--- config.mk ---
export PLATFORM = sky130hd
export DESIGN_NAME = rw_req_latch
export DESIGN_NICKNAME = d
export VERILOG_FILES = /design/src/design/axi_pkg.sv /design/src/design/rw_req_latch.sv
export SDC_FILE = /design/constraint.sdc
export NUM_CORES = 1
export LEC_CHECK = 0
export BUFFER_PORTS_ARGS = -buffer_cell sky130_fd_sc_hd__clkbuf_2
export CAP_MARGIN = 5
export CORE_AREA = 5 5 165 167
export CTS_CLUSTER_SIZE = 28
export DETAILED_ROUTE_END_ITERATION = 6
export DIE_AREA = 0 0 170 172
export GPL_TIMING_DRIVEN = 0
export PLACE_DENSITY = 0.51
export SYNTH_ARGS = -nofsm -noshare
export SYNTH_HDL_FRONTEND = slang
export SYNTH_SLANG_ARGS = --single-unit
--- constraint.sdc ---
create_clock -name clock -period 7.2 [get_ports clock]
set_input_delay 1.08 -clock clock [delete_from_list [all_inputs] [get_ports clock]]
set_output_delay 1.08 -clock clock [all_outputs]
set_load 0.05 [all_outputs]
--- src/design/axi_pkg.sv ---
package axi_pkg;

    localparam int NUM_PORTS   = 2;    // fetch port and load/store port
    localparam int PORT_IDX_W  = (NUM_PORTS > 1) ? $clog2(NUM_PORTS) : 1;
    localparam int ADDR_W      = 32;   // byte address
    localparam int DATA_W      = 64;
    localparam int STRB_W      = DATA_W / 8;
    localparam int ADDR_LSB    = $clog2(STRB_W); // byte offset bits inside a word
    localparam int MEM_WORDS   = 256;
    localparam int MEM_IDX_W   = $clog2(MEM_WORDS);

    localparam logic [1:0] RESP_OKAY   = 2'b00;
    localparam logic [1:0] RESP_SLVERR = 2'b10;

    typedef enum logic {
        RW_READ,
        RW_WRITE
    } rw_op_e;

    // bridge FSM, read path and write path share idle
    typedef enum logic [2:0] {
        LS_IDLE,
        LS_AR_WAIT,
        LS_R_WAIT,
        LS_AW_W_WAIT,   // aw and w tracked separately in here
        LS_B_WAIT
    } ls_state_e;

    typedef struct packed {
        rw_op_e              op;
        logic [ADDR_W-1:0]   addr;
        logic [DATA_W-1:0]   wdata;
        logic [STRB_W-1:0]   wstrb;
    } rw_req_t;

    typedef struct packed {
        logic [DATA_W-1:0]   rdata;   // zero for writes
        logic                err;     // slave answered slverr
    } rw_resp_t;

    // master to slave, single beat subset
    typedef struct packed {
        logic                ar_valid;
        logic [ADDR_W-1:0]   ar_addr;
        logic                aw_valid;
        logic [ADDR_W-1:0]   aw_addr;
        logic                w_valid;
        logic [DATA_W-1:0]   w_data;
        logic [STRB_W-1:0]   w_strb;
        logic                r_ready;
        logic                b_ready;
    } axi_m2s_t;

    // slave to master
    typedef struct packed {
        logic                ar_ready;
        logic                aw_ready;
        logic                w_ready;
        logic                r_valid;
        logic [DATA_W-1:0]   r_data;
        logic [1:0]          r_resp;
        logic                b_valid;
        logic [1:0]          b_resp;
    } axi_s2m_t;

endpackage

--- src/design/rw_req_latch.sv ---
`timescale 1ns/1ps

module rw_req_latch (
    input  logic              clock,
    input  logic              reset,
    input  logic              rw_valid_i [axi_pkg::NUM_PORTS],
    input  axi_pkg::rw_req_t  rw_req_i   [axi_pkg::NUM_PORTS],
    input  logic              done_i     [axi_pkg::NUM_PORTS],
    output logic              start_o    [axi_pkg::NUM_PORTS],
    output axi_pkg::rw_req_t  req_o      [axi_pkg::NUM_PORTS]
);
    import axi_pkg::*;

    logic    busy_q  [NUM_PORTS];   // port has a request in flight
    logic    start_q [NUM_PORTS];
    rw_req_t req_q   [NUM_PORTS];   // held copy, stable until done

    // control flags
    always_ff @(posedge clock or negedge reset) begin
        if (!reset) begin
            for (int p = 0; p < NUM_PORTS; p++) begin
                busy_q[p]  <= 1'b0;
                start_q[p] <= 1'b0;
            end
        end else begin
            for (int p = 0; p < NUM_PORTS; p++) begin
                start_q[p] <= rw_valid_i[p] && !busy_q[p]; // one cycle after capture
                if (rw_valid_i[p] && !busy_q[p]) begin
                    busy_q[p] <= 1'b1;
                end else if (done_i[p]) begin
                    busy_q[p] <= 1'b0;   // bridge finished
                end
            end
        end
    end

    // payload hold, loaded only on capture
    always_ff @(posedge clock) begin
        for (int p = 0; p < NUM_PORTS; p++) begin
            if (rw_valid_i[p] && !busy_q[p]) req_q[p] <= rw_req_i[p];
        end
    end

    assign start_o = start_q;
    assign req_o   = req_q;

endmodule

==> qor.csv <==
stage,metric,value,unit
timing,worst-slew-pin-transition,0.581,ns
setup_path,cp.buffers_inverters,1,
die,io-pin-count,428,
timing,max_clock_freq,441,MHz
placed_design,gpl.final_weighted_congestion,0.760,
die,dieHeight,172,um
routing,drtPass1Iterations,4,
power_and_ir_drop,power-per-cell-area,324,nW/um2
run_status,outcome,"finished, final reports clean",
global_route,global_route.overflow_total,0,
timing,hold_viol_final,0,
layout,layout.nets,895,
setup_path,critical_path_cell_count,1,
timing,final-setup-viol-count,0,
setup_path,cp_data_required_time,6.12,ns
timing,rsz0062_at_grt,no,
routing,wirelength,18.6,mm
logic_synthesis,synth.area.top_cells,"sky130_fd_sc_hd__edfxtp_1 (98%), sky130_fd_sc_hd__dfrtp_1 (1.6%), sky130_fd_sc_hd__nor2b_1 (0.19%)",
logic_synthesis,post-synth-top-area-fraction,0.980,
die,fp.dieArea,29200,um2
logic_synthesis,yosys_register_bits,214,
routing,drc_marker_count_from_the_first_detailed_route_iteration,130,
clock_tree,clock-sinks,214,
routing,route.detailed.drc,0,
timing,timing.clock.skew,0.00662,ns
power_and_ir_drop,power_leakage,4.27,nW
logic_synthesis,seq_area_frac_synth,0.995,
global_route,grt.busiest_layer,met2,
placed_design,dp.cells,988,
layout,drive_above_1_share,0.676,
run,cap_violations,0,
die,num_rows,59,
power_and_ir_drop,vdd.ir_drop.worst,0.232,mV
global_route,grt_usage,0.118,
clock_tree,clock_path_buffers,3,
die,floorplan.initialDensity,0.251,
timing,final_period_minus_worst_setup_slack,2.27,ns
setup_path,worst_path_dominant_cell_family,flip-flops,
setup_path,critical_path_end_type,primary output,
routing,post_drt_wl_per_cell,18.0,um
clock_tree,clk_latency,0.51,ns
layout,syn2layout_area_growth,55.1,%
logic_synthesis,synth_nets,436,
global_route,met1_track_demand_over_resource,0.121,
logic_synthesis,number_of_library_cell_types_mapped_by_synthesis,5,
layout,fillCellCount,2433,
logic_synthesis,synthDominantAreaCellType,sky130_fd_sc_hd__edfxtp_1,
timing,slew-limit-headroom,0.612,
setup_path,ff2ff_path_depth,4,
timing,post-route-period-util,0.315,
routing,antenna_left,0,
global_route,grt_max_degree,37,
clock_tree,post-cts-setup-buffer-count,0,
logic_synthesis,post_synth_inst_count,220,
layout,layout.cell_area.non_filler,9980,um2
setup_path,worst-r2r-setup-slack,5.23,ns
die,fp.dieW,170,um
clock_tree,clock_tree.htree_level_count,1,
routing,vias,3992,
layout,final_instance_count_excl_fillers,1034,
global_route,grt_first_pass_wirelength,26.0,mm
logic_synthesis,yosysWarningCount,0,
setup_path,worstPathCellList,clkbuf_2,
setup_path,timing.critical_path.arrival,1.19,ns
routing,mean_number_of_vias_per_cell,3.86,
placed_design,dp_hpwl,15.0,mm
die,core_box_area,25600,um2
logic_synthesis,syn-cell-area,6440,um2
setup_path,crit_start,req_o[106]$_DFFE_PP_,
setup_path,slowest_delay,0.42,ns
clock_tree,tritoncts,yes,
hold_path,worstHoldPathType,in2async,
clock_tree,cts_resized,0,
timing,maxSlewViolCount,0,
logic_synthesis,syn-mean-instance-area,29.3,um2
setup_path,setup.worst_path.start_class,flip-flop,
placed_design,detailed_place.area,9140,um2
clock_tree,clk_root_buffer_cell,sky130_fd_sc_hd__clkbuf_16,
setup_path,critical_path.slowest_cell,sky130_fd_sc_hd__edfxtp_1,
placed_design,io_buffer_count,427,
global_route,globalRouteMet2Util,0.215,
global_route,use_met3,0.0537,
setup_path,regToRegStartpoint,busy_q[1]$_DFFE_PN0P_,
clock_tree,clkSlewWorstSetupHoldPaths,0.06,ns
clock_tree,numCtsBuffers,24,
global_route,grt_pass1_vias,4292,
setup_path,crit_fanout,1,
global_route,antenna_found_initial,2,
setup_path,cp_class,reg2out,
clock_tree,cts-hold-fix-buffers,0,
placed cells by master, fill, tap and decap left out, drive strengths merged:
cell type	n
clkbuf	455
edfxtp	210
clkinv	8
buf	6
bufinv	5
dfrtp	4
diode	2
nor2b	2
nor2	2
a21oi	2
clkinvlp	2
inv	1
sequential cells by signal, summed over array words and instances (netlist names):
signal	cells
busy_q	2
req_o	210
start_o	2
per-layer routing:
layer | routed length (um) | part of all wire
met1 | 6070 | 0.33
met4 | 347 | 0.019
met3 | 2540 | 0.14
met5 | 13 | 0.00070
met2 | 9650 | 0.52
cell type report:
class,instances,area (um2),share of cell area
antenna,2,5.00,0.000501
tap,335,419,0.0420
multi-input combinational,6,45.0,0.00451
timing repair buffer,433,2260,0.227
clock buffer,28,637,0.0638
sequential,214,6410,0.642
clock inverter,16,208,0.0208
per-stage QoR:
step / worst slack (ns) / TNS [ns] / power (mW) / hold WS (ns) / util
floorplan: 0.913 / 0 / 1.84 / 0.441 / -
global placement: -1.62 / -285.07 / 1.99 / 0.459 / 0.351
detailed placement: 4.43 / 0 / 1.99 / 0.519 / 0.357
CTS: 4.87 / 0 / 3.29 / 0.370 / 0.390
global route: 4.87 / 0 / 3.37 / 0.374 / 0.390
finish: 4.93 / 0 / 3.23 / 0.390 / 0.390
worst paths after layout:
kind                                    endpoint
setup / recovery                      req_o[106]
hold / removal             busy_q[1]$_DFFE_PN0P_
setup reg to reg            req_o[108]$_DFFE_PP_
hold reg to reg            busy_q[1]$_DFFE_PN0P_
max in group asynchronous  busy_q[0]$_DFFE_PN0P_
min in group clock         busy_q[1]$_DFFE_PN0P_
synthesized netlist by cell type:
| master | number |
|---|---|
| sky130_fd_sc_hd__edfxtp_1 | 210 |
| sky130_fd_sc_hd__dfrtp_1 | 4 |
| sky130_fd_sc_hd__a21oi_1 | 2 |
| sky130_fd_sc_hd__nor2_1 | 2 |
| sky130_fd_sc_hd__nor2b_1 | 2 |
cells by family (layout without fill, tap and decap cells):
logic type / Yosys count / after routing / share of synthesized area
compound gates: 2 / 2 / 0.00156
buf+inv: 0 / 477 / 0
flops: 214 / 214 / 0.995
other cells: 0 / 2 / 0
simple gates: 4 / 4 / 0.00311
power by group:
part | internal [mW] | switching, mW
Sequential | 1.47 | 0.0213
Clock | 0.811 | 0.470
Combinational | 0.101 | 0.358
Total | 2.38 | 0.849
(Power assumes the default switching activity.)
