File: src/design/axi_pkg.sv
package axi_pkg;

    localparam int NUM_PORTS   = 2;    // fetch port and load/store port
    localparam int PORT_IDX_W  = (NUM_PORTS > 1) ? $clog2(NUM_PORTS) : 1;
    localparam int ADDR_W      = 32;   // byte address
    localparam int DATA_W      = 64;
    localparam int STRB_W      = DATA_W / 8;
    localparam int ADDR_LSB    = $clog2(STRB_W); // byte offset bits inside a word
    localparam int MEM_WORDS   = 256;
    localparam int MEM_IDX_W   = $clog2(MEM_WORDS);

    localparam logic [1:0] RESP_OKAY   = 2'b00;
    localparam logic [1:0] RESP_SLVERR = 2'b10;

    typedef enum logic {
        RW_READ,
        RW_WRITE
    } rw_op_e;

    // bridge FSM, read path and write path share idle
    typedef enum logic [2:0] {
        LS_IDLE,
        LS_AR_WAIT,
        LS_R_WAIT,
        LS_AW_W_WAIT,   // aw and w tracked separately in here
        LS_B_WAIT
    } ls_state_e;

    typedef struct packed {
        rw_op_e              op;
        logic [ADDR_W-1:0]   addr;
        logic [DATA_W-1:0]   wdata;
        logic [STRB_W-1:0]   wstrb;
    } rw_req_t;

    typedef struct packed {
        logic [DATA_W-1:0]   rdata;   // zero for writes
        logic                err;     // slave answered slverr
    } rw_resp_t;

    // master to slave, single beat subset
    typedef struct packed {
        logic                ar_valid;
        logic [ADDR_W-1:0]   ar_addr;
        logic                aw_valid;
        logic [ADDR_W-1:0]   aw_addr;
        logic                w_valid;
        logic [DATA_W-1:0]   w_data;
        logic [STRB_W-1:0]   w_strb;
        logic                r_ready;
        logic                b_ready;
    } axi_m2s_t;

    // slave to master
    typedef struct packed {
        logic                ar_ready;
        logic                aw_ready;
        logic                w_ready;
        logic                r_valid;
        logic [DATA_W-1:0]   r_data;
        logic [1:0]          r_resp;
        logic                b_valid;
        logic [1:0]          b_resp;
    } axi_s2m_t;

endpackage

File: src/design/axi_ls.sv
`timescale 1ns/1ps

module axi_ls (
    input  logic               clock,
    input  logic               reset,
    input  logic               start_i,   // one cycle, req_i already held
    input  axi_pkg::rw_req_t   req_i,
    output logic               done_o,    // one cycle
    output axi_pkg::rw_resp_t  resp_o,    // zero outside done_o
    output axi_pkg::axi_m2s_t  axi_o,
    input  axi_pkg::axi_s2m_t  axi_i
);
    import axi_pkg::*;

    ls_state_e state_q, state_d;
    logic      aw_done_q;   // aw handshake already seen
    logic      w_done_q;    // w handshake already seen
    logic      done_q;
    rw_resp_t  resp_q;

    logic ar_hs, r_hs, aw_hs, w_hs, b_hs;

    // channel drive, all straight from state
    always_comb begin
        axi_o          = '0;
        axi_o.ar_valid = (state_q == LS_AR_WAIT);
        axi_o.ar_addr  = req_i.addr;   // latch keeps it stable
        axi_o.aw_valid = (state_q == LS_AW_W_WAIT) && !aw_done_q;
        axi_o.aw_addr  = req_i.addr;
        axi_o.w_valid  = (state_q == LS_AW_W_WAIT) && !w_done_q;
        axi_o.w_data   = req_i.wdata;
        axi_o.w_strb   = req_i.wstrb;
        axi_o.r_ready  = (state_q == LS_R_WAIT);
        axi_o.b_ready  = (state_q == LS_B_WAIT);
    end

    assign ar_hs = axi_o.ar_valid && axi_i.ar_ready;
    assign r_hs  = axi_o.r_ready  && axi_i.r_valid;
    assign aw_hs = axi_o.aw_valid && axi_i.aw_ready;
    assign w_hs  = axi_o.w_valid  && axi_i.w_ready;
    assign b_hs  = axi_o.b_ready  && axi_i.b_valid;

    // next state
    always_comb begin
        state_d = state_q;
        case (state_q)
            LS_IDLE: begin
                if (start_i) begin
                    state_d = (req_i.op == RW_WRITE) ? LS_AW_W_WAIT : LS_AR_WAIT;
                end
            end
            LS_AR_WAIT: begin
                if (ar_hs) state_d = LS_R_WAIT;
            end
            LS_R_WAIT: begin
                if (r_hs) state_d = LS_IDLE;
            end
            LS_AW_W_WAIT: begin
                // both handshakes needed, in any order or together
                if ((aw_done_q || aw_hs) && (w_done_q || w_hs)) state_d = LS_B_WAIT;
            end
            LS_B_WAIT: begin
                if (b_hs) state_d = LS_IDLE;
            end
            default: state_d = LS_IDLE;
        endcase
    end

    always_ff @(posedge clock or negedge reset) begin
        if (!reset) begin
            state_q   <= LS_IDLE;
            aw_done_q <= 1'b0;
            w_done_q  <= 1'b0;
        end else begin
            state_q <= state_d;
            if (state_d != LS_AW_W_WAIT) begin
                aw_done_q <= 1'b0;   // cleared on leaving the write address phase
                w_done_q  <= 1'b0;
            end else begin
                if (aw_hs) aw_done_q <= 1'b1;
                if (w_hs)  w_done_q  <= 1'b1;
            end
        end
    end

    // registered completion, one cycle after r or b handshake
    always_ff @(posedge clock or negedge reset) begin
        if (!reset) begin
            done_q <= 1'b0;
            resp_q <= '0;
        end else begin
            done_q <= 1'b0;
            resp_q <= '0;
            if (r_hs) begin
                done_q       <= 1'b1;
                resp_q.rdata <= axi_i.r_data;
                resp_q.err   <= (axi_i.r_resp == RESP_SLVERR);
            end else if (b_hs) begin
                done_q     <= 1'b1;   // rdata stays zero
                resp_q.err <= (axi_i.b_resp == RESP_SLVERR);
            end
        end
    end

    assign done_o = done_q;
    assign resp_o = resp_q;

endmodule

File: config.mk
export PLATFORM = sky130hd
export DESIGN_NAME = axi_ls
export DESIGN_NICKNAME = d
export VERILOG_FILES = /design/src/design/axi_pkg.sv /design/src/design/axi_ls.sv
export SDC_FILE = /design/constraint.sdc
export NUM_CORES = 1
export LEC_CHECK = 0
export ABC_AREA = 0
export BUFFER_PORTS_ARGS = -buffer_cell sky130_fd_sc_hd__buf_4
export CAP_MARGIN = 20
export CORE_AREA = 2 2 150 152
export DETAILED_ROUTE_END_ITERATION = 6
export DIE_AREA = 0 0 152 154
export HOLD_SLACK_MARGIN = 0.1
export PLACE_DENSITY = 0.51
export SYNTH_ARGS = -nofsm -noshare
export SYNTH_HDL_FRONTEND = slang
export SYNTH_SLANG_ARGS = --single-unit
File: constraint.sdc
create_clock -name clock -period 1.6 [get_ports clock]
set_clock_uncertainty 0.05 [all_clocks]
set_input_delay 0.32 -clock clock [delete_from_list [all_inputs] [get_ports clock]]
set_output_delay 0.32 -clock clock [all_outputs]
set_load 0.02 [all_outputs]
==> implementation parameters, run 1 <==
Parameter                              Value

Outcome
  Status    finished with violations
  Violated checks    setup timing

Floorplanning
  Floorplan row count    54
  Die Span X    152 µm
  Boundary Pins    388
  Die footprint    0.0234 mm²
  Overall die height    154 µm
  Placeable core region    0.0217 mm²
  Initial core utilization    16.2%

Place
  Weighted congestion reported at the end of routability-driven placement    0.818
  HPWL reported at the end of detailed placement    11.5 mm
  Cell Area, Placed    0.00390 mm²
  Placed cell count    599
  Number of input and output port buffers inserted    147

Critical path
  Cells traversed along the worst timing path    buf_4 > nor3b_2 > buf_4
  Launching instance or port of the critical path    state_q[2]$_DFF_PN0_
  Most numerous cell on the critical path    sky130_fd_sc_hd__buf_4
  CP Max Fanout    5
  Type of element capturing the critical path    output pin
  Worst reg2reg startpoint    state_q[2]$_DFF_PN0_
  Type of the worst setup path    reg2out
  Data arrival, critical path    1.31 ns
  Critical path launch point type    flip-flop
  Maximum cell stage delay along the critical path    0.44 ns
  Crit-path leading delay family    flip-flops
  Buffers & Inverters on Critical Path    2
  Critical path's slowest cell    sky130_fd_sc_hd__dfrtp_2
  Critical Path RT    1.23 ns

Layout
  Final layout net count    518
  Count of non-filler cells in the finished layout    621
  Final Cell Area    0.00429 mm²
  Register cell area after layout    0.00178 mm²
  Multi-input gate area    633 µm²
  Share of final-layout standard cells stronger than drive strength 1    52.8%
  Commonest non-fill, non-tap cell in the layout    sky130_fd_sc_hd__buf_4
  Number of antenna cells inserted    0
  FILL cells    2338
  Most frequent cells in the layout    151 x sky130_fd_sc_hd__buf_4, 68 x sky130_fd_sc_hd__dfrtp_1, 64 x sky130_fd_sc_hd__and2_1
  Layout-stage area growth over the synthesis result    22.5%

Global route
  Wire length of the first global-routing pass    18.2 mm
  Pin count of the biggest net entering global routing    67
  Antenna violations before repair    0
  Via count of the first global-routing pass    2259
  Overflow left after global routing    0
  Overall global routing resource usage    11.1%

Synth
  Cells after Synth    315
  Sequential fraction of the synthesis area    50.7%
  Top cells by area, synth    sky130_fd_sc_hd__dfrtp_1 51%, sky130_fd_sc_hd__buf_4 29%, sky130_fd_sc_hd__and2_1 11%
  Largest area contributor in the netlist    sky130_fd_sc_hd__dfrtp_1
  Top cell type's share of synthesized area    50.7%
  Post-synthesis area per instance    11.1 µm²
  Synth warn    0
  Synthesized flop and latch total    71
  Post-synthesis cell area    0.00351 mm²
  Syn Nets    496
  Yosys cell types    24

Power
  Static leakage    2.20 nW
  Maximum ir drop on the vdd rail    0.000420 V
  PD cells    1390 mW/mm²
  Total Power    5.98 mW

Drt
  Total wirelength of the detailed-routed design    13.4 mm
  Detailed Routing Iterations Pass 1    4
  Violation count after the first detailed-route iteration    116
  Total number of vias    2105
  Drc violations    0
  Routed Antenna Nets    0
  Mean number of vias per cell    3.39
  Routed wirelength normalized by instance count    21.7 µm

Min path
  Hold path start    axi_i[67]
  Worst Hold Class    in2reg

STA
  Tcrit/Tclk final    105%
  Final hold violation count    0
  TNS Setup    -0.189 ns
  Max Slew Vio Count    0
  Setup violation total in the final timing report    3
  Setup repair after global routing missed its margin    true
  Worst hold margin    0.146 ns
  Minimum setup slack in the final design    -0.0777 ns
  Normalized max-slew margin    83.3%
  Max frequency    0.596 GHz
  Worst-Margin Slew    0.251 ns
  Minimum clock period after layout    1.68 ns

Clock network
  CTS clock-pin slew for the worst setup and hold paths    0.06 ns
  Clock sink count    71
  Number of buffers between clock root and the deepest sink    2
  Number of buffers created by CTS    9
  Level count of the clock H-tree    3
  Worst skew pair latency    0.33 ns
  Clock tree from TritonCTS    yes
  Root Buffer    sky130_fd_sc_hd__clkbuf_16

Flow run
  Max cap viols    0
[metal layers]
| layer | share of wire (%) | global-route usage, % | wire length [µm] | vias up |
|---|---|---|---|---|
| met3 | 25 | 13.2 | 3420 | 19 |
| li1 | - | - | - | 875 |
| met5 | 0.39 | 2.28 | 52 | - |
| met2 | 50 | 18.8 | 6770 | 295 |
| met4 | 1.9 | 4.01 | 249 | 2 |
| met1 | 22 | 6.99 | 2960 | 914 |
[timing repair]
action / 4_1_cts / 5_1_grt
pin swaps: 1 / 2
gates resized for setup: 6 / 2
hold endpoints to repair: 71 / 0
gates cloned: 0 / 0
endpoints found under the setup margin: 5 / 5
hold buffers: 1 / 0
setup buffers: 2 / 4
[cell families (layout without fill, tap and decap cells)]
kind of cell,Yosys count,in the layout,synth area share [%]
flops,71,71,50.7
compound gates,10,10,1.68
mux,1,1,0.642
simple gates,85,85,15.2
buf+inv,148,174,31.8
[path summary, 6_finish.rpt]
check,endpoint,slack (ns),cells after the start
worst max-delay path,axi_o[1],-0.08,3
worst min-delay path,resp_o[63]$_DFF_PN0_,0.15,2
worst max register to register,resp_o[48]$_DFF_PN0_,0.13,4
worst min register to register,w_done_q$_DFFE_PN0P_,0.57,2
max in group asynchronous,state_q[1]$_DFF_PN0_,0.67,3
min in group asynchronous,resp_o[34]$_DFF_PN0_,0.33,2
[cell type report]
type,instances,share of cell area [%]
multi-input cells,96,14.7
clock buffers,13,6.53
flip-flops and latches,71,41.5
repair buffers,157,28.1
clock inverters,2,0.874
well taps,280,8.16
inverters,2,0.175
[synthesized netlist by cell type]
| cell | number |
|---|---|
| sky130_fd_sc_hd__o22ai_1 | 2 |
| sky130_fd_sc_hd__o22a_1 | 1 |
| sky130_fd_sc_hd__buf_4 | 136 |
| sky130_fd_sc_hd__and2_1 | 64 |
| sky130_fd_sc_hd__o21ai_0 | 1 |
| sky130_fd_sc_hd__or4_4 | 1 |
| sky130_fd_sc_hd__nor3b_1 | 2 |
| sky130_fd_sc_hd__and3b_1 | 1 |
| sky130_fd_sc_hd__buf_2 | 2 |
| sky130_fd_sc_hd__inv_1 | 2 |
| sky130_fd_sc_hd__or3_1 | 2 |
| sky130_fd_sc_hd__a21o_1 | 1 |
| sky130_fd_sc_hd__nand3_1 | 2 |
| sky130_fd_sc_hd__nand2_1 | 2 |
| sky130_fd_sc_hd__dfrtp_1 | 71 |
| sky130_fd_sc_hd__and4bb_1 | 1 |
| sky130_fd_sc_hd__buf_6 | 6 |
| sky130_fd_sc_hd__nand2b_1 | 4 |
| sky130_fd_sc_hd__nand3b_1 | 2 |
| sky130_fd_sc_hd__a21oi_1 | 5 |
| sky130_fd_sc_hd__mux4_2 | 1 |
| sky130_fd_sc_hd__nor2_1 | 4 |
| sky130_fd_sc_hd__clkbuf_1 | 1 |
| sky130_fd_sc_hd__clkbuf_2 | 1 |
[state kept, by name (all words and copies together) (netlist names)]
register and flops:
resp_o 65, state_q 3, aw_done_q 1, done_o 1
w_done_q 1
[metrics by stage]
stage,util (%),setup slack (ns)
after floorplan,-,0.176
after global placement,18.0,0.0335
after detailed placement,18.0,0.0222
after CTS,19.7,-0.106
after global routing,19.8,-0.157
final,19.8,-0.0777
[report_power, final]
part	switching [mW]	total, mW	internal (mW)
clock network	0.718	2.09	1.37
registers	0.140	2.22	2.08
logic	0.871	1.67	0.804
(Power assumes the default switching activity.)
==> inputs of run 2 (changes only) <==
Settings changed: BUFFER_PORTS_ARGS -buffer_cell sky130_fd_sc_hd__buf_4 to not set, CORE_AREA 2 2 150 152 to 2 2 151 153, DIE_AREA 0 0 152 154 to 0 0 153 155, DONT_BUFFER_PORTS set to 1, PLACE_DENSITY 0.51 to 0.36.
==> implementation parameters, run 2 (same netlist as run 1, synthesis figures left out) <==
Parameter                              Value

Layout
  Share of final-layout standard cells stronger than drive strength 1    17.2%
  Commonest non-fill, non-tap cell in the layout    sky130_fd_sc_hd__dfrtp_1
  FILL cells    2402
  Count of non-filler cells in the finished layout    552
  Most frequent cells in the layout    71 x sky130_fd_sc_hd__dfrtp_1, 64 x sky130_fd_sc_hd__dlygate4sd3_1, 61 x sky130_fd_sc_hd__and2_1
  Number of antenna cells inserted    0
  Layout-stage area growth over the synthesis result    12.8%
  Number of flip-flops in the largest register    65
  Final core occ    17.8%
  Final Cell Area    0.00396 mm²
  Final layout net count    443

Min path
  Worst Hold Class    in2async

Drt
  Total number of vias    1892
  Drc violations    0
  Detailed Routing Iterations Pass 1    4
  Routed Antenna Nets    0
  Violation count after the first detailed-route iteration    61
  Total wirelength of the detailed-routed design    14.4 mm
  Mean number of vias per cell    3.43
  Routed wirelength normalized by instance count    26.1 µm

Critical path
  Endpoint of the most critical register-to-register path    resp_o[29]$_DFF_PN0_
  Critical Path RT    1.23 ns
  Data arrival, critical path    1.44 ns
  Type of the worst setup path    reg2out
  Type of element capturing the critical path    output pin
  Buffers & Inverters on Critical Path    2
  CP Max Fanout    3
  Critical path launch point type    flip-flop
  Cells traversed along the worst timing path    nand3b_1 > nor2_4 > buf_6 > buf_6
  Critical path depth    4
  Most numerous cell on the critical path    sky130_fd_sc_hd__buf_6
  Crit-path leading delay family    simple AND/OR/NAND/NOR gates
  Launching instance or port of the critical path    state_q[2]$_DFF_PN0_
  Critical path's slowest cell    sky130_fd_sc_hd__dfrtp_1
  FF-to-FF setup slack    0.07 ns
  Maximum cell stage delay along the critical path    0.39 ns
  Worst Setup EP    axi_o[74]
  Worst reg2reg startpoint    state_q[0]$_DFF_PN0_
  Worst-case reg-to-reg path depth    4

Global route
  Wire length of the first global-routing pass    17.7 mm
  Overflow left after global routing    0
  Via count of the first global-routing pass    2015
  Pin count of the biggest net entering global routing    72
  Overall global routing resource usage    10.9%
  Antenna violations before repair    0

Clock network
  Root Buffer    sky130_fd_sc_hd__clkbuf_16
  Worst skew pair latency    0.33 ns
  Clock tree from TritonCTS    yes
  Number of buffers between clock root and the deepest sink    2
  Level count of the clock H-tree    3
  CTS clock-pin slew for the worst setup and hold paths    0.06 ns
  Number of buffers created by CTS    9
  Clock sink count    71

STA
  Setup repair after global routing missed its margin    true
  Max frequency    0.552 GHz
  TNS Setup    -0.655 ns
  Minimum setup slack in the final design    -0.212 ns
  Worst-Margin Slew    0.283 ns
  Minimum clock period after layout    1.81 ns
  Tcrit/Tclk final    113%
  Setup violation total in the final timing report    5
  Normalized max-slew margin    81.1%
  Max Slew Vio Count    0
  Worst hold margin    -0.365 ns
  Final hold violation count    71

Floorplanning
  Overall die height    155 µm
  Floorplan row count    55
  Boundary Pins    388
  Die Span X    153 µm
  Die footprint    0.0237 mm²
  Initial core utilization    15.8%
  Placeable core region    0.0222 mm²

Power
  PD cells    1460 mW/mm²
  Total Power    5.79 mW
  Maximum ir drop on the vdd rail    0.000374 V
  Static leakage    1.78 nW

Place
  Cell Area, Placed    0.00284 mm²
  Placed cell count    464
  Number of input and output port buffers inserted    0
  Weighted congestion reported at the end of routability-driven placement    0.797
  Pre-CTS worst setup slack    0.0525 ns
  HPWL reported at the end of detailed placement    11.2 mm

Outcome
  Violated checks    hold timing, setup timing
  Status    finished with violations

Flow run
  Max cap viols    0
-- run 2: how the worst min path moves through the flow --
stage / startpoint / endpoint / slack, ns / cells past startpoint
after floorplan: reset / aw_done_q$_DFFE_PN0P_ / -0.03 / 0
after global placement: reset / resp_o[39]$_DFF_PN0_ / -0.02 / 0
after detailed placement: reset / resp_o[28]$_DFF_PN0_ / -0.02 / 0
after CTS: reset / state_q[1]$_DFF_PN0_ / -0.39 / 0
after global routing: reset / resp_o[6]$_DFF_PN0_ / -0.39 / 0
final: reset / state_q[0]$_DFF_PN0_ / -0.37 / 0
-- run 2: final cells by class --
cell class	count	area [µm²]	share of cell area, %
clock buffers	10	229	5.79
clock inverters	6	67.6	1.71
inverters	2	10.0	0.253
multi-input cells	96	656	16.6
flip-flops and latches	71	1780	44.9
well taps	285	357	9.02
repair buffers	82	860	21.7
-- run 2: layer usage --
metal,up-vias,GRT usage [%],wire (µm)
li1,728,-,-
met1,853,6.04,3020
met2,286,19.3,7490
met3,25,12.8,3440
met4,0,4.98,462
met5,-,0.207,0
-- run 2: timing repair --
item	CTS	global route
cloned	0	3
gates resized for setup	10	10
setup endpoints to repair	5	50
hold buffers	63	1
pin swaps	4	3
buffers inserted	4	2
endpoints found under the hold margin	134	72
-- run 2: power breakdown --
part	internal [mW]	total (mW)	leakage (nW)	switching, mW
logic	0.687	1.26	0.669	0.574
clock network	1.21	1.98	0.139	0.769
registers	2.08	2.54	0.970	0.463
==> inputs of run 3 (changes only) <==
Clock period 1.6 ns to 2 ns, I/O delays scaled along.
==> implementation parameters, run 3 (same netlist as run 1, synthesis figures left out) <==
Parameter                              Value

Floorplanning
  Boundary Pins    388
  Die Span X    153 µm
  Floorplan row count    55
  Die footprint    0.0237 mm²
  Initial core utilization    15.8%
  Placeable core region    0.0222 mm²
  Overall die height    155 µm

Critical path
  Type of element capturing the critical path    output pin
  Data arrival, critical path    1.41 ns
  Critical path launch point type    flip-flop
  Type of the worst setup path    reg2out
  CP Max Fanout    11
  Critical Path RT    1.55 ns

STA
  Final hold violation count    71
  Worst-Margin Slew    0.308 ns
  Tcrit/Tclk final    93.1%
  Worst hold margin    -0.291 ns
  Normalized max-slew margin    79.4%
  Max frequency    0.537 GHz
  TNS Setup    0 ns
  Setup repair after global routing missed its margin    false
  Setup violation total in the final timing report    0
  Max Slew Vio Count    0
  Minimum clock period after layout    1.86 ns

Power
  Combinational group share of total power    12.6%
  Switching part of the total    30.2%
  Static leakage    1.44 nW
  Internal Power    3.03 mW
  PD cells    1370 mW/mm²
  Clk pwr share    39.9%
  Net Switching    1.31 mW
  Maximum ir drop on the vdd rail    0.000346 V
  Portion of total power attributed to sequential cells    47.6%

Clock network
  Number of buffers between clock root and the deepest sink    2
  Number of buffers created by CTS    9
  Clock sink count    71
  Level count of the clock H-tree    3
  CTS clock-pin slew for the worst setup and hold paths    0.06 ns
  Root Buffer    sky130_fd_sc_hd__clkbuf_16
  Clock tree from TritonCTS    yes
  Count of hold-fix buffers inserted at cts    1
  Worst skew pair latency    0.33 ns

Layout
  Final Cell Area    0.00317 mm²
  Layout-stage area growth over the synthesis result    -9.71%
  Multi-input gate area    617 µm²
  Most frequent cells in the layout    68 x sky130_fd_sc_hd__dfrtp_1, 64 x sky130_fd_sc_hd__and2_1, 9 x sky130_fd_sc_hd__clkbuf_16
  Share of final-layout standard cells stronger than drive strength 1    15.5%
  Number of antenna cells inserted    0
  Final layout net count    370
  Commonest non-fill, non-tap cell in the layout    sky130_fd_sc_hd__dfrtp_1
  FILL cells    2463
  Number of flip-flops in the largest register    65
  Register cell area after layout    0.00178 mm²
  Final core occ    14.2%

Drt
  Drc violations    0
  Detailed Routing Iterations Pass 1    4
  Total wirelength of the detailed-routed design    13.2 mm
  Mean number of vias per cell    3.28
  Routed wirelength normalized by instance count    27.5 µm
  Violation count after the first detailed-route iteration    55
  Total number of vias    1570
  Routed Antenna Nets    0

Place
  Weighted congestion reported at the end of routability-driven placement    0.796
  Cell Area, Placed    0.00281 mm²
  HPWL reported at the end of detailed placement    11.3 mm
  Number of input and output port buffers inserted    0

Outcome
  Violated checks    hold timing
  Status    finished with violations

Global route
  Pin count of the biggest net entering global routing    72
  Overall global routing resource usage    10.7%
  Overflow left after global routing    0
  Wire length of the first global-routing pass    17.0 mm
  Antenna violations before repair    0
  Via count of the first global-routing pass    1682

Min path
  Worst Hold Class    in2async

Flow run
  Max cap viols    0
[run 3: stage by stage]
step | setup WS [ns] | hold WS (ns) | total power [mW] | std cells
2_1_floorplan | 0.496 | 0.0544 | 2.88 | 315
3_3_place_gp | 0.336 | 0.0560 | 2.63 | 460
3_5_place_dp | 0.313 | 0.0559 | 2.64 | 460
4_1_cts | 0.0175 | -0.316 | 4.44 | 478
5_1_grt | 0.0124 | -0.314 | 4.58 | 479
6_report | 0.137 | -0.291 | 4.35 | 479
[run 3: worst paths after layout]
| check | start | endpoint | slack (ns) | cells after the start |
|---|---|---|---|---|
| max | state_q[0]$_DFF_PN0_ | axi_o[74] | 0.14 | 4 |
| min | reset | resp_o[7]$_DFF_PN0_ | -0.29 | 0 |
| max reg2reg | state_q[2]$_DFF_PN0_ | resp_o[43]$_DFF_PN0_ | 0.45 | 4 |
| min reg2reg | state_q[2]$_DFF_PN0_ | state_q[0]$_DFF_PN0_ | 0.54 | 2 |
| max in group asynchronous | reset | state_q[2]$_DFF_PN0_ | 2.08 | 0 |
| min in group clock | axi_i[62] | resp_o[58]$_DFF_PN0_ | 0.14 | 1 |
[run 3: critical path, stage by stage (launching register included)]
cell	delay [ns]
sky130_fd_sc_hd__dfrtp_2	0.46
sky130_fd_sc_hd__nand3b_1	0.21
sky130_fd_sc_hd__nor2_2	0.16
sky130_fd_sc_hd__buf_4	0.11
sky130_fd_sc_hd__buf_4	0.13
[run 3: power groups by stage]
stage / combinational (mW) / sequential [mW] / clock, mW
2_1_floorplan: 0.871 / 2.01 / 0
3_3_place_gp: 0.534 / 2.10 / 0
3_5_place_dp: 0.537 / 2.10 / 0
4_1_cts: 0.555 / 2.08 / 1.81
5_1_grt: 0.625 / 2.10 / 1.86
6_report: 0.546 / 2.07 / 1.73
[run 3: final cells by class]
cell class	count	area share (%)
clock buffers	10	7.23
clock inverters	6	2.92
inverters	2	0.237
multi-input cells	96	19.5
flip-flops and latches	71	56.2
well taps	285	11.3
repair buffers	9	2.61
[run 3: timing repair]
| item | 4_1_cts | 5_1_grt |
|---|---|---|
| buffers inserted | 1 | 1 |
| endpoints found under the setup margin | 1 | 1 |
| pin swaps | 0 | 1 |
| endpoints found under the hold margin | 72 | 71 |
| gates resized for setup | 2 | 2 |
[run 3: per-layer routing]
metal  vias to the layer above  part of all wire, %  wire (µm)  track usage (%)
li1                        583                    -          -                -
met1                       677                   18       2360             5.62
met2                       283                   51       6750             18.5
met3                        27                   27       3590             13.6
met4                         0                  3.5        464             5.03
met5                         -                    0          0                0
